[src/lpif_link_pkg.sv]
////////////////////////////////////////
// LPIF logical link package
// Link word layout, sizes and enums
////////////////////////////////////////
`default_nettype none

package lpif_link_pkg;

  // Flit field widths
  localparam int STATE_W  = 4;
  localparam int PROTID_W = 2;
  localparam int DATA_W   = 64;
  localparam int CRC_W    = 16;

  // One link word carries one flit plus its valid bit
  localparam int LINK_W   = 89;

  // Receive buffer size and initial credits
  localparam int BUF_DEPTH = 8;
  localparam int CRED_W    = $clog2(BUF_DEPTH + 1);
  localparam int PTR_W     = $clog2(BUF_DEPTH);

  // Online delay value width
  localparam int DELAY_W   = 16;

  ////////////////////////////////////////
  // Link word field offsets
  localparam int STATE_LSB  = 0;
  localparam int PROTID_LSB = STATE_LSB + STATE_W;
  localparam int DATA_LSB   = PROTID_LSB + PROTID_W;
  localparam int DVALID_LSB = DATA_LSB + DATA_W;
  localparam int CRC_LSB    = DVALID_LSB + 1;
  localparam int CRCV_LSB   = CRC_LSB + CRC_W;
  // Top bit marks a live flit
  localparam int VALID_LSB  = CRCV_LSB + 1;

  ////////////////////////////////////////
  // Producer link control
  typedef enum logic [1:0] {
    LINK_OFFLINE = 2'd0,
    LINK_DELAY   = 2'd1,
    LINK_ONLINE  = 2'd2
  } link_state_e;

  // Protocol id of a flit
  typedef enum logic [PROTID_W-1:0] {
    PROT_IO    = 2'd0,
    PROT_CACHE = 2'd1,
    PROT_MEM   = 2'd2,
    PROT_RSVD  = 2'd3
  } protid_e;

endpackage

`default_nettype wire

[src/lpif_ustrm_pack.sv]
////////////////////////////////////////
// LPIF upstream producer
// Online delay, credits and flit packing
////////////////////////////////////////
`timescale 1ns/100ps
`default_nettype none

module lpif_ustrm_pack (
  input  logic                                clk_wr,
  input  logic                                arst_n,
  // Link control
  input  logic                                tx_online,
  input  logic [lpif_link_pkg::DELAY_W-1:0]   delay_value,
  // Upstream channel
  input  logic                                ustrm_valid,
  output logic                                ustrm_ready,
  input  logic [lpif_link_pkg::STATE_W-1:0]   ustrm_state,
  input  lpif_link_pkg::protid_e              ustrm_protid,
  input  logic [lpif_link_pkg::DATA_W-1:0]    ustrm_data,
  input  logic                                ustrm_dvalid,
  input  logic [lpif_link_pkg::CRC_W-1:0]     ustrm_crc,
  input  logic                                ustrm_crc_valid,
  // Link side
  output logic [lpif_link_pkg::LINK_W-1:0]    link_word,
  output logic                                link_valid,
  input  logic                                credit_return,
  // Debug
  output logic [31:0]                         tx_flit_count
);

  import lpif_link_pkg::*;

  link_state_e          state;
  logic [DELAY_W-1:0]   delay_cnt;
  logic [CRED_W-1:0]    credit_cnt;
  logic                 accept;
  logic [LINK_W-1:0]    link_nxt;

  ////////////////////////////////////////
  // Online delay FSM

  always_ff @(posedge clk_wr or negedge arst_n) begin
    if (!arst_n) begin
      state     <= LINK_OFFLINE;
      delay_cnt <= '0;
    end else if (!tx_online) begin
      // Any drop of tx_online takes the link down
      state     <= LINK_OFFLINE;
      delay_cnt <= '0;
    end else begin
      case (state)
        LINK_OFFLINE: begin
          state     <= LINK_DELAY;
          delay_cnt <= '0;
        end
        LINK_DELAY: begin
          // Leave after delay_value cycles in this state
          if (delay_cnt == delay_value) begin
            state <= LINK_ONLINE;
          end else begin
            delay_cnt <= delay_cnt + 1'b1;
          end
        end
        default: state <= LINK_ONLINE;
      endcase
    end
  end

  ////////////////////////////////////////
  // Credits and handshake

  // Ready only when online with room downstream
  assign ustrm_ready = (state == LINK_ONLINE) && (credit_cnt != '0);
  assign accept      = ustrm_valid && ustrm_ready;

  always_ff @(posedge clk_wr or negedge arst_n) begin
    if (!arst_n) begin
      credit_cnt <= CRED_W'(BUF_DEPTH);
    end else begin
      case ({accept, credit_return})
        2'b10:   credit_cnt <= credit_cnt - 1'b1;
        2'b01:   credit_cnt <= credit_cnt + 1'b1;
        // Spend and return together cancel out
        default: credit_cnt <= credit_cnt;
      endcase
    end
  end

  ////////////////////////////////////////
  // Flit packing

  always_comb begin
    link_nxt                            = '0;
    link_nxt[STATE_LSB  +: STATE_W]     = ustrm_state;
    link_nxt[PROTID_LSB +: PROTID_W]    = ustrm_protid;
    link_nxt[DATA_LSB   +: DATA_W]      = ustrm_data;
    link_nxt[DVALID_LSB]                = ustrm_dvalid;
    link_nxt[CRC_LSB    +: CRC_W]       = ustrm_crc;
    link_nxt[CRCV_LSB]                  = ustrm_crc_valid;
    link_nxt[VALID_LSB]                 = 1'b1;
  end

  // Payload register
  always_ff @(posedge clk_wr) begin
    if (accept) begin
      link_word <= link_nxt;
    end
  end

  always_ff @(posedge clk_wr or negedge arst_n) begin
    if (!arst_n) begin
      link_valid    <= 1'b0;
      tx_flit_count <= '0;
    end else begin
      link_valid <= accept;
      // Sent flits
      if (link_valid) begin
        tx_flit_count <= tx_flit_count + 1'b1;
      end
    end
  end

  ////////////////////////////////////////
  // Checks

  // Buffer must never hand back more credits than it owns
  a_credit_max: assert property (@(posedge clk_wr) disable iff (!arst_n)
    credit_cnt <= CRED_W'(BUF_DEPTH));

  // Every word on the link was paid for a cycle earlier
  a_valid_credit: assert property (@(posedge clk_wr) disable iff (!arst_n)
    link_valid |-> $past(credit_cnt != '0));

endmodule

`default_nettype wire

[src/lpif_rx_buffer.sv]
////////////////////////////////////////
// LPIF receive buffer
// Link word FIFO with credit return
////////////////////////////////////////
`timescale 1ns/100ps
`default_nettype none

module lpif_rx_buffer (
  input  logic                              clk_wr,
  input  logic                              arst_n,
  // From producer
  input  logic [lpif_link_pkg::LINK_W-1:0]  link_word,
  input  logic                              link_valid,
  output logic                              credit_return,
  // To consumer
  output logic [lpif_link_pkg::LINK_W-1:0]  buf_word,
  output logic                              buf_empty,
  input  logic                              buf_pop
);

  import lpif_link_pkg::*;

  // Storage
  logic [LINK_W-1:0]  mem [BUF_DEPTH];

  logic [PTR_W-1:0]   wr_ptr;
  logic [PTR_W-1:0]   rd_ptr;
  // Occupancy 0 to BUF_DEPTH
  logic [CRED_W-1:0]  count;
  logic               full;

  assign buf_empty = (count == '0);
  assign full      = (count == CRED_W'(BUF_DEPTH));
  // Head entry
  assign buf_word  = mem[rd_ptr];

  ////////////////////////////////////////
  // Write side

  always_ff @(posedge clk_wr) begin
    if (link_valid) begin
      mem[wr_ptr] <= link_word;
    end
  end

  always_ff @(posedge clk_wr or negedge arst_n) begin
    if (!arst_n) begin
      wr_ptr <= '0;
    end else if (link_valid) begin
      if (wr_ptr == PTR_W'(BUF_DEPTH - 1)) begin
        wr_ptr <= '0;
      end else begin
        wr_ptr <= wr_ptr + 1'b1;
      end
    end
  end

  ////////////////////////////////////////
  // Read side and occupancy

  always_ff @(posedge clk_wr or negedge arst_n) begin
    if (!arst_n) begin
      rd_ptr <= '0;
    end else if (buf_pop) begin
      if (rd_ptr == PTR_W'(BUF_DEPTH - 1)) begin
        rd_ptr <= '0;
      end else begin
        rd_ptr <= rd_ptr + 1'b1;
      end
    end
  end

  always_ff @(posedge clk_wr or negedge arst_n) begin
    if (!arst_n) begin
      count         <= '0;
      credit_return <= 1'b0;
    end else begin
      case ({link_valid, buf_pop})
        2'b10:   count <= count + 1'b1;
        2'b01:   count <= count - 1'b1;
        default: count <= count;
      endcase
      // One credit per released entry
      credit_return <= buf_pop;
    end
  end

  ////////////////////////////////////////
  // Checks

  // A write into a full buffer means the producer broke credit rules
  a_no_overflow: assert property (@(posedge clk_wr) disable iff (!arst_n)
    link_valid |-> !full);

  a_no_underflow: assert property (@(posedge clk_wr) disable iff (!arst_n)
    buf_pop |-> !buf_empty);

endmodule

`default_nettype wire

[src/lpif_dstrm_unpack.sv]
////////////////////////////////////////
// LPIF downstream consumer
// Pops buffer and drives flit fields
////////////////////////////////////////
`timescale 1ns/100ps
`default_nettype none

module lpif_dstrm_unpack (
  input  logic                              clk_wr,
  input  logic                              arst_n,
  // Buffer side
  input  logic [lpif_link_pkg::LINK_W-1:0]  buf_word,
  input  logic                              buf_empty,
  output logic                              buf_pop,
  // Downstream channel
  output logic                              dstrm_valid,
  input  logic                              dstrm_ready,
  output logic [lpif_link_pkg::STATE_W-1:0] dstrm_state,
  output lpif_link_pkg::protid_e            dstrm_protid,
  output logic [lpif_link_pkg::DATA_W-1:0]  dstrm_data,
  output logic                              dstrm_dvalid,
  output logic [lpif_link_pkg::CRC_W-1:0]   dstrm_crc,
  output logic                              dstrm_crc_valid,
  // Debug
  output logic [31:0]                       rx_flit_count
);

  import lpif_link_pkg::*;

  // Held output flit
  logic [LINK_W-1:0]  out_word;
  logic               out_free;

  ////////////////////////////////////////
  // Pop decision

  // Register empty or about to drain
  assign out_free = !dstrm_valid || dstrm_ready;
  assign buf_pop  = out_free && !buf_empty;

  always_ff @(posedge clk_wr) begin
    if (buf_pop) begin
      out_word <= buf_word;
    end
  end

  always_ff @(posedge clk_wr or negedge arst_n) begin
    if (!arst_n) begin
      dstrm_valid   <= 1'b0;
      rx_flit_count <= '0;
    end else begin
      if (buf_pop) begin
        dstrm_valid <= 1'b1;
      end else if (dstrm_ready) begin
        dstrm_valid <= 1'b0;
      end
      // Delivered flits
      if (dstrm_valid && dstrm_ready) begin
        rx_flit_count <= rx_flit_count + 1'b1;
      end
    end
  end

  ////////////////////////////////////////
  // Field split

  assign dstrm_state     = out_word[STATE_LSB +: STATE_W];
  assign dstrm_protid    = protid_e'(out_word[PROTID_LSB +: PROTID_W]);
  assign dstrm_data      = out_word[DATA_LSB +: DATA_W];
  assign dstrm_dvalid    = out_word[DVALID_LSB];
  assign dstrm_crc       = out_word[CRC_LSB +: CRC_W];
  assign dstrm_crc_valid = out_word[CRCV_LSB];

  ////////////////////////////////////////
  // Checks

  // Flit stays put until taken
  a_hold: assert property (@(posedge clk_wr) disable iff (!arst_n)
    dstrm_valid && !dstrm_ready |=> dstrm_valid && $stable(out_word));

  // Every popped entry was written by the producer
  a_live_word: assert property (@(posedge clk_wr) disable iff (!arst_n)
    buf_pop |-> buf_word[VALID_LSB]);

endmodule

`default_nettype wire

[src/lpif_link_top.sv]
////////////////////////////////////////
// LPIF single lane logical link
// Producer, receive buffer and consumer
////////////////////////////////////////
`timescale 1ns/100ps
`default_nettype none

module lpif_link_top (
  input  logic                              clk_wr,
  input  logic                              arst_n,
  // Control
  input  logic                              tx_online,
  input  logic [lpif_link_pkg::DELAY_W-1:0] delay_value,
  // Upstream channel
  input  logic                              ustrm_valid,
  output logic                              ustrm_ready,
  input  logic [lpif_link_pkg::STATE_W-1:0] ustrm_state,
  input  lpif_link_pkg::protid_e            ustrm_protid,
  input  logic [lpif_link_pkg::DATA_W-1:0]  ustrm_data,
  input  logic                              ustrm_dvalid,
  input  logic [lpif_link_pkg::CRC_W-1:0]   ustrm_crc,
  input  logic                              ustrm_crc_valid,
  // Downstream channel
  output logic                              dstrm_valid,
  input  logic                              dstrm_ready,
  output logic [lpif_link_pkg::STATE_W-1:0] dstrm_state,
  output lpif_link_pkg::protid_e            dstrm_protid,
  output logic [lpif_link_pkg::DATA_W-1:0]  dstrm_data,
  output logic                              dstrm_dvalid,
  output logic [lpif_link_pkg::CRC_W-1:0]   dstrm_crc,
  output logic                              dstrm_crc_valid,
  // Debug status
  output logic [31:0]                       tx_upstream_debug_status,
  output logic [31:0]                       rx_downstream_debug_status
);

  import lpif_link_pkg::*;

  ////////////////////////////////////////
  // Internal link wires
  logic [LINK_W-1:0]  link_word;
  logic               link_valid;
  logic               credit_return;
  logic [LINK_W-1:0]  buf_word;
  logic               buf_empty;
  logic               buf_pop;

  ////////////////////////////////////////
  // Transmit side
  lpif_ustrm_pack u_ustrm_pack (
    .clk_wr          (clk_wr),
    .arst_n          (arst_n),
    .tx_online       (tx_online),
    .delay_value     (delay_value),
    .ustrm_valid     (ustrm_valid),
    .ustrm_ready     (ustrm_ready),
    .ustrm_state     (ustrm_state),
    .ustrm_protid    (ustrm_protid),
    .ustrm_data      (ustrm_data),
    .ustrm_dvalid    (ustrm_dvalid),
    .ustrm_crc       (ustrm_crc),
    .ustrm_crc_valid (ustrm_crc_valid),
    .link_word       (link_word),
    .link_valid      (link_valid),
    .credit_return   (credit_return),
    .tx_flit_count   (tx_upstream_debug_status)
  );

  // Receive buffer
  lpif_rx_buffer u_rx_buffer (
    .clk_wr        (clk_wr),
    .arst_n        (arst_n),
    .link_word     (link_word),
    .link_valid    (link_valid),
    .credit_return (credit_return),
    .buf_word      (buf_word),
    .buf_empty     (buf_empty),
    .buf_pop       (buf_pop)
  );

  // Downstream side
  lpif_dstrm_unpack u_dstrm_unpack (
    .clk_wr          (clk_wr),
    .arst_n          (arst_n),
    .buf_word        (buf_word),
    .buf_empty       (buf_empty),
    .buf_pop         (buf_pop),
    .dstrm_valid     (dstrm_valid),
    .dstrm_ready     (dstrm_ready),
    .dstrm_state     (dstrm_state),
    .dstrm_protid    (dstrm_protid),
    .dstrm_data      (dstrm_data),
    .dstrm_dvalid    (dstrm_dvalid),
    .dstrm_crc       (dstrm_crc),
    .dstrm_crc_valid (dstrm_crc_valid),
    .rx_flit_count   (rx_downstream_debug_status)
  );

endmodule

`default_nettype wire

[config.mk]
export PLATFORM = sky130hd
export DESIGN_NAME = lpif_link_top
export DESIGN_NICKNAME = d
export VERILOG_FILES = /design/src/lpif_link_pkg.sv /design/src/lpif_ustrm_pack.sv /design/src/lpif_rx_buffer.sv /design/src/lpif_dstrm_unpack.sv /design/src/lpif_link_top.sv
export SDC_FILE = /design/constraint.sdc
export NUM_CORES = 1
export LEC_CHECK = 0
export BUFFER_PORTS_ARGS = -buffer_cell sky130_fd_sc_hd__buf_2
export CORE_MARGIN = 2
export CORE_UTILIZATION = 55
export DETAILED_ROUTE_END_ITERATION = 10
export PLACE_DENSITY = 0.79
export SLEW_MARGIN = 20
export SYNTH_ARGS = -nofsm -noshare
export SYNTH_HDL_FRONTEND = slang
export SYNTH_SLANG_ARGS = --single-unit
export TNS_END_PERCENT = 20
[constraint.sdc]
create_clock -name clk_wr -period 13.2 [get_ports clk_wr]
set_clock_uncertainty 0.05 [all_clocks]
set_input_delay 1.32 -clock clk_wr [delete_from_list [all_inputs] [get_ports clk_wr]]
set_output_delay 1.32 -clock clk_wr [all_outputs]
set_load 0.02 [all_outputs]
Word level (Yosys, flattened, before mapping) --
Memories as Yosys holds them, arrays and structs flattened. A register that Yosys moved wholly into a read port is not among the register bits. Cells that the tools add are included.
Operators by class: $add $sub $neg 9, equality and inequality tests 12, multiplexer cells 14, reduce and logical (&&, ||, !) cells 14
Operators with widths (number):
- $add 32x1->32 const B | 2
- $mux 16 | 2
- $pmux 16 s2 | 1
- $add 16x1->16 const B | 1
- $eq 16x16->1 | 1
- $pmux 4 s2 | 2
- $add 4x1->4 const B | 2
- $sub 4x1->4 const B | 2
- $add 3x1->3 const B | 2
- $eq 2x1->1 const B | 3
- $eq 2x2->1 const B | 3
- $eq 3x3->1 const B | 2
- $mux 3 | 2
- $reduce_bool 2->1 | 3
- $logic_and 1x1->1 | 4
- $logic_not 4->1 | 1
- $mux 1 | 4
- $mux 2 | 2
- $pmux 2 s2 | 1
- $reduce_bool 4->1 | 1
- $ne 3x1->1 const B | 1
- $ne 3x2->1 const B | 1
- $ne 3x3->1 const B | 1
- $logic_not 1->1 | 2
- 3 further kinds | 3
Storage, ports and cells: bits in registers 187, RAM bits 704, bits of input ports 109, memories 1
Memory list:
- u_rx_buffer.mem | words 8, bits a word 88, rd ports 1, clocked after Yosys merged registers in 1, write ports 1, line lpif_rx_buffer.sv:24 | logic [LINK_W-1:0] mem [BUF_DEPTH];

Logic depth before layout (Yosys ltp) --
Gate-level depths: netlist (run 1).
depth after elaboration 5, gate-level depth with buffers 11, mapped depth without buffers 11

By module --
Synthesis (run 1) repeated with hierarchy kept, for this count alone.
Unflattened totals: cells, all modules 1703, area, all modules 37229.5 um2
Modules (own cells, without submodules):
- lpif_rx_buffer | instances 1, cells an instance 1087, area each 27307.4 um2, seq. area each 21655.8 um2
- lpif_ustrm_pack | instances 1, cells an instance 395, area each 5741.8 um2, seq. area each 4020.1 um2
- lpif_dstrm_unpack | instances 1, cells an instance 221, area each 4180.3 um2, seq. area each 3468.3 um2

Worst setup path before layout (run 1) --
OpenSTA, ideal clock, no wires.
path type input-to-reg, from input dstrm_ready, to register u_rx_buffer.count[2], library setup time 123 ps, arrival 7344 ps, required time 13027 ps, path slack 5682 ps, cell stages on the path 9, buffers on the path 0, cell sequence inv_1 -> a21oi_1 -> ha_1 -> xor2_1 -> ha_1 -> a21oi_1 -> xnor2_1 -> nand2_1 -> xnor2_1
Between the ends: cells in the longest elaborated chain, start to end 4, elaborated cells on any way between the ends 6, classes of those cells eq/ne: 2; mux: 1; reduce/logical: 3
Ends and longest elaborated chain:
- start: declaration | line lpif_link_top.sv:25 | input logic dstrm_ready,
- $logic_or 1x1->1 (*) | line lpif_dstrm_unpack.sv:38 | assign out_free = !dstrm_valid || dstrm_ready;
- $logic_and 1x1->1 (*) | line lpif_dstrm_unpack.sv:39 | assign buf_pop = out_free && !buf_empty;
- via buf_pop | line lpif_link_top.sv:46 | logic buf_pop;
- $eq 2x1->1 or $eq 2x2->1 (tied branches) | line lpif_rx_buffer.sv:78 | case ({link_valid, buf_pop})
- $pmux 4 s2 or $reduce_bool 2->1 (tied branches)
- end signal: assignment | line lpif_rx_buffer.sv:79 | 2'b10: count <= count + 1'b1;
- end signal: assignment | line lpif_rx_buffer.sv:80 | 2'b01: count <= count - 1'b1;
- end signal: assignment | line lpif_rx_buffer.sv:81 | default: count <= count;
- end: declaration | line lpif_rx_buffer.sv:29 | logic [CRED_W-1:0] count;
Mark *: on every way through the listed nets, which the timed path passes. The rest lies on a longest branch. A chain may end at the register's enable or synchronous reset.

==> out/metrics.cfg, run 1 <==
[die]
io-pin-count = 263
die_w_um = 262.1
rows = 94
die_h_um = 262.1
initial_utilization = 0.5564
coreArea_sq_um = 65860
fp.dieArea_sq_um = 68710

[synthesis]
synth_area_per_cell_sq_um = 21.85
synth-edff-count = 880
syn_nets = 1800
syn_area_sq_um = 36650
seq_area_frac_synth = 0.7887
synth_ff_type = edfxtp_1
ys_warn_count = 0
synth-async-reset-ratio = 0.1011
synth-seq-cells = 979
yosysUniqueCellTypes = 51
syn_inst = 1677

[routing]
wl_um = 74720
first_pass_iters = 5
post_drt_via_cell_ratio = 5.963
drtIter0Drc = 1529
dr_total_vias = 17526
wl_per_cell_um = 25.42
post-route-drc-count = 0
postRouteAntennaNets = 0

[clock_network]
cts_buffer_depth = 3
clk_pin_slew_ps = 60
worstSkewPairLatency_ps = 670
h-tree-depth = 3
cts_tree = built
post_cts_buffers = 0
numCtsBuffers = 95
cts_hold_buf = 0
numClockSinks = 979
cts_resized = 0
cts_root_buffer = clkbuf_16

[timing]
fmax_mhz = 246.3
tightest_slew_ps = 1126
finalSetupViolations = 0
tns_ps = 0
rsz0062_at_grt = false
layout_setup_ws_ps = 9140
slew_violations = 0
finalHoldViolations = 0
relSlewSlack = 0.2496
post-route-period-util = 0.3076
finalCriticalPeriod_ps = 4060

[critical_path]
r2r-end = u_dstrm_unpack.out_word[51]
r2r_cells = 4
worstSetupPathType = flip-flop to flip-flop
startpoint_type = flip-flop
end_kind = flip-flop
r2r_start = u_rx_buffer.rd_ptr[0]
path_max_fanout = 49
r2r_slack_ps = 9140
crit_required_ps = 13550
cp.arrival_ps = 4410

[placed_design]
place_inst = 2762
dp_slack_ps = 9004
io_buffers = 262
globalplace.congestion = 0.8167
hpwl_um = 38680
placed_area_sq_um = 39050

[layout]
nFillCells = 4294
regArea_sq_um = 28920
multi_input_area_sq_um = 7483
fin_cells = 2939
nets = 2118
drive_gt1_frac = 0.3501
area_delta_synth_final_pct = 15.08
final_area_sq_um = 42170

[worst_hold_path]
hold_end = u_ustrm_pack.tx_flit_count[31]
hold_depth = 1
hp-start = u_ustrm_pack.tx_flit_count[31]
hp-class = flip-flop to flip-flop

[grt]
grt_max_degree = 74
antenna_found_initial = 9
grt-ovfl-total = 0
grt_usage = 0.2207
grt_pass1_vias = 18244
grt_pass1_wl_um = 111900

[run_status]
status = finished, final reports clean

[run]
cap_violations = 0

[pwr]
vdd.ir_drop.worst_v = 0.0001452
power.density_nw_per_um2 = 191.5
p_leak_nw = 14.45

## cells in the final DEF, fill, tap and decap left out, drive strengths merged, types with 2 or more instances in the layout
| master | count |
|---|---|
| edfxtp | 880 |
| mux2i | 3 |
| nor3 | 15 |
| mux4 | 176 |
| or2 | 2 |
| nand3 | 27 |
| nor2 | 27 |
| buf | 289 |
| xor2 | 19 |
| and4 | 2 |
| and2 | 7 |
| nor4 | 6 |
| xnor2 | 68 |
| mux2 | 99 |
| a221o | 4 |
| ha | 13 |
| o211a | 2 |
| o211ai | 7 |
| and3 | 11 |
| clkinv | 37 |
| dfrtp | 98 |
| o311a | 2 |
| a31oi | 8 |
| nor3b | 3 |
| inv | 18 |
| diode | 7 |
| clkinvlp | 2 |
| a21oi | 8 |
| nand2 | 48 |
| nand2b | 6 |
| nand4 | 24 |
| clkbuf | 116 |
| bufinv | 10 |
| o21ai | 9 |
| or4 | 10 |
## final cells by class
cell class | instances | share of cell area
repair buffers | 289 | 0.03596
inverters | 13 | 0.001216
flip-flops and latches | 979 | 0.6856
multi-input cells | 617 | 0.1774
diodes | 7 | 0.0004154
clock inverters | 54 | 0.01472
well taps | 864 | 0.02563
clock buffers | 116 | 0.05898
## critical path, stage by stage (launching register included)
cell and delay, ps:
dfrtp_4 990, buf_4 870, buf_4 920, mux4_2 610
mux2_2 300
## layer usage
metal	share of wire	vias to the layer above	routed length [um]	track usage
met2	0.50	760	37260	0.3637
met4	0.018	12	1350	0.05964
met3	0.089	109	6615	0.05459
li1	-	7484	-	-
met5	0.0010	-	77	0
met1	0.39	9161	29420	0.2977
## cells by family after synthesis
logic type / share of synthesized area
DFF: 0.7887
and+or+nand+nor: 0.02824
muxes: 0.1394
adders and majority gates: 0.004985
xor gates and xnor gates: 0.02079
buffers and inverters: 0.009082
AOI/OAI and AO/OA: 0.008809
## report_power, final
part	switching (W)	leakage [nW]	internal [W]
clock network	0.00114	1.52	0.00155
logic	0.000795	3.62	0.000825
registers	0.000178	9.31	0.00359
total	0.00211	14.4	0.00596
## per-stage QoR
stage | total power [W] | util | hold WS (ps)
floorplan | 0.005011 | - | 397.8
global placement | 0.005408 | 0.5929 | 405.5
detailed placement | 0.005453 | 0.5929 | 404.4
CTS | 0.008160 | 0.6400 | 422.9
global route | 0.008385 | 0.6401 | 431.7
finish | 0.008074 | 0.6403 | 418.2
## Yosys cell counts (all sizes together) (2+ instances only)
cell type	count	area share
a221o	4	0.0011
o211ai	7	0.0014
and4	2	0.00048
nand2	48	0.0049
or2	2	0.00034
ha	13	0.0044
and3	11	0.0019
and2	7	0.0012
nand2b	6	0.0010
o211a	2	0.00055
nor3	15	0.0024
o311a	2	0.00055
mux2i	3	0.00082
inv	13	0.0013
buf	34	0.0043
nor3b	3	0.0011
o21ai	9	0.0012
a21oi	8	0.0011
xor2	19	0.0045
dfrtp	98	0.067
nor2	27	0.0028
a31oi	8	0.0014
clkbuf	34	0.0035
or4	10	0.0022
nand3	27	0.0037
xnor2	68	0.016
mux2	99	0.030
nor4	6	0.0012
nand4	24	0.0045
edfxtp	880	0.72
mux4	176	0.11
## state kept, by name (all words and copies together), names as in the netlist
name and flops:
u_rx_buffer.credit_return 1, u_ustrm_pack.tx_flit_count 32, u_dstrm_unpack.dstrm_valid 1, u_rx_buffer.mem 704, u_dstrm_unpack.out_word 88, u_ustrm_pack.credit_cnt 4
u_ustrm_pack.state 2, u_ustrm_pack.delay_cnt 16, u_rx_buffer.wr_ptr 3, u_ustrm_pack.link_word 88, u_rx_buffer.rd_ptr 3, u_dstrm_unpack.rx_flit_count 32
u_rx_buffer.count 4, u_ustrm_pack.link_valid 1
## worst max path at each step
stage,start,endpoint
finish,u_rx_buffer.rd_ptr[0],u_dstrm_unpack.out_word[51]
detailed placement,u_rx_buffer.rd_ptr[0],u_dstrm_unpack.out_word[36]
CTS,u_rx_buffer.rd_ptr[0],u_dstrm_unpack.out_word[51]
global placement,u_rx_buffer.rd_ptr[0],u_dstrm_unpack.out_word[16]
floorplan,dstrm_ready,u_rx_buffer.count[2]
global route,u_rx_buffer.rd_ptr[0],u_dstrm_unpack.out_word[82]
(Power assumes the default switching activity.)
==> run 2: changes to the inputs <==
--- a/config.mk
+++ b/config.mk
@@ -7,9 +7,9 @@
 export LEC_CHECK = 0
 export BUFFER_PORTS_ARGS = -buffer_cell sky130_fd_sc_hd__buf_2
 export CORE_MARGIN = 2
-export CORE_UTILIZATION = 55
+export CORE_UTILIZATION = 54
 export DETAILED_ROUTE_END_ITERATION = 10
-export PLACE_DENSITY = 0.79
+export PLACE_DENSITY = 0.8
 export SLEW_MARGIN = 20
 export SYNTH_ARGS = -nofsm -noshare
 export SYNTH_HDL_FRONTEND = slang
==> constraint.sdc (replaced) <==
create_clock -name clk_wr -period 3.3 [get_ports clk_wr]
set_clock_uncertainty 0.05 [all_clocks]
set_input_delay 0.33 -clock clk_wr [delete_from_list [all_inputs] [get_ports clk_wr]]
set_output_delay 0.33 -clock clk_wr [all_outputs]
set_load 0.02 [all_outputs]
==> run 2 against run 1 <==
Clock power grew to 4.1 times the previous value. Total power grew to 4.0 times the previous value. Routed wire length barely moved. Largest power group unchanged. Clock-buffer cell count up 10. Die area grew 1.8%. Critical path depth rose by 7. Combinational power rose to 4.2 times the previous value. Via count rose by 1.5%. Sequential cell count did not move. Register-to-register slack got worse by 8600 ps.
==> out/metrics.cfg, run 2 (synthesized netlist as in run 1, its figures left out) <==
[layout]
nFillCells = 4280  ; -0.33%
regArea_sq_um = 28920  ; unchanged
final_area_sq_um = 43490  ; +3.1%
final_common_cell = edfxtp_1
drive_gt1_frac = 0.3390  ; -0.01109
top_regs = u_rx_buffer.mem x704, u_dstrm_unpack.out_word x88, u_ustrm_pack.link_word x88
final_cell_mix = edfxtp_1, buf_2, mux4_2
multi_input_area_sq_um = 7496  ; +0.17%
nets = 2221  ; +4.9%
largest_reg_flops = 704  ; unchanged
area_delta_synth_final_pct = 18.67
top_register = u_rx_buffer.mem
fin_util = 0.6476  ; +0.007252

[grt]
grt_pass1_wl_um = 113700  ; +1.6%
grt_usage = 0.2165  ; -0.004234
antenna_found_initial = 3  ; -6
grt-ovfl-total = 0  ; unchanged
grt_max_degree = 89  ; +20%
grt_pass1_vias = 18782  ; +2.9%

[clock_network]
worstSkewPairLatency_ps = 660  ; about the same
numCtsBuffers = 96  ; +1.1%
cts_resized = 0  ; unchanged
cts_buffer_depth = 3  ; unchanged
cts_root_buffer = clkbuf_16
numClockSinks = 979  ; unchanged
h-tree-depth = 3  ; unchanged
post_cts_buffers = 0  ; unchanged
clk_pin_slew_ps = 60  ; about the same
cts_hold_buf = 91  ; +91
cts_tree = built

[critical_path]
end_kind = flip-flop
cp-endpoint = u_ustrm_pack.credit_cnt[3]
cp.arrival_ps = 3250  ; -1160 ps
r2r_cells = 11  ; +7
r2r-end = u_ustrm_pack.credit_cnt[3]
r2r_slack_ps = 560  ; -8580 ps
r2r_start = u_ustrm_pack.credit_cnt[0]
path_max_fanout = 4  ; -92%
startpoint_type = flip-flop
crit_required_ps = 3810  ; -9740 ps
worstSetupPathType = flip-flop to flip-flop
crit_start = u_ustrm_pack.credit_cnt[0]

[pwr]
totalPowerFinal_w = 0.03260  ; +300%
p_leak_nw = 14.97  ; +3.6%
power.density_nw_per_um2 = 749.7  ; +290%
vdd.ir_drop.worst_v = 0.0005426  ; +270%

[placed_design]
hpwl_um = 40010  ; +3.4%
globalplace.congestion = 0.8701  ; +6.5%
io_buffers = 262  ; unchanged
placed_area_sq_um = 39430  ; +0.98%

[routing]
first_pass_iters = 5  ; unchanged
postRouteAntennaNets = 0  ; unchanged
wl_per_cell_um = 24.51  ; -3.6%
post_drt_via_cell_ratio = 5.838  ; -2.1%
dr_total_vias = 17793  ; +1.5%
post-route-drc-count = 0  ; unchanged
wl_um = 74690  ; about the same
drtIter0Drc = 1594  ; +4.3%

[die]
rows = 95  ; +1.1%
die_w_um = 264.5  ; +0.91%
coreArea_sq_um = 67160  ; +2.0%
initial_utilization = 0.5457  ; -0.01073
fp.dieArea_sq_um = 69970  ; +1.8%
io-pin-count = 263  ; unchanged
die_h_um = 264.5  ; +0.91%

[timing]
finalSetupViolations = 0  ; unchanged
finalCriticalPeriod_ps = 2737  ; -1323 ps
post-route-period-util = 0.8294  ; +0.5218
slew_violations = 0  ; unchanged
tightest_slew_ps = 923.4  ; -202.2 ps
relSlewSlack = 0.3824  ; +0.1328
tns_ps = 0  ; unchanged
fmax_mhz = 365.3  ; +48%
rsz0062_at_grt = false
finalHoldViolations = 0  ; unchanged

[run_status]
status = finished, final reports clean

[worst_hold_path]
hp-class = input port to asynchronous set/reset pin

[run]
cap_violations = 0  ; unchanged

==> run 2: changes by cell type in the layout (fill, tap and decap cells not counted), moves of 2 or more <==
cell / delta
buf_12: +22
buf_4: -11
clkbuf_1: +2
clkbuf_8: +8
clkinv_16: -2
clkinv_2: -4
clkinv_8: +3
diode_2: -6
dlygate4sd3_1: +91
inv_16: -2
nor3_2: -2
nor3_4: +2
==> run 2: through the flow <==
step | instances | worst slack, ps | hold WS [ps]
global placement | 2782 | 634.6 | 357.3
detailed placement | 2782 | 551.6 | 383.2
finish | 3048 | 562.9 | 228.7
floorplan | 1677 | -1248 | -15.59
global route | 3047 | 432.1 | 269.0
CTS | 3047 | 550.9 | 200.0
==> run 2: area by class of cell <==
cell class	instances	share of cell area
Clock inverter	48	0.01246
Inverter	13	0.001180
Multi-Input combinational cell	617	0.1724
Tap cell	873	0.02512
Clock buffer	126	0.05990
Antenna cell	1	0.00005754
Sequential cell	979	0.6649
Timing Repair Buffer	391	0.06404
==> run 2: how the worst min path moves through the flow <==
stage                      from                                to  slack (ps)  cells after the start
CTS                 ustrm_valid        u_ustrm_pack.credit_cnt[0]         200                      4
global route        ustrm_valid        u_ustrm_pack.credit_cnt[0]         270                      4
floorplan                arst_n        u_dstrm_unpack.dstrm_valid         -20                      0
global placement         arst_n  u_dstrm_unpack.rx_flit_count[28]         360                      1
finish                   arst_n  u_dstrm_unpack.rx_flit_count[28]         230                      2
detailed placement       arst_n  u_dstrm_unpack.rx_flit_count[28]         380                      1
==> run 2: worst max-delay path: stages (launching register included) <==
cell and delay, ps:
dfrtp_1 430, or4_1 530, and3_1 210, nand2_1 140, ha_1 210, inv_1 100, ha_1 280, a21o_1 170
a21oi_1 160, xnor2_1 80, nor2_1 110, xor2_1 170
==> run 2: metal layers <==
layer,wire length (um),GRT usage
met4,1483,0.06296
met5,34,0
met1,30530,0.2968
met3,5288,0.04412
met2,37350,0.3570
==> run 2: power by group <==
part,internal (W),switching [W]
Sequential,0.0144,0.000610
Combinational,0.00346,0.00331
Clock,0.00634,0.00452
Total,0.0242,0.00844
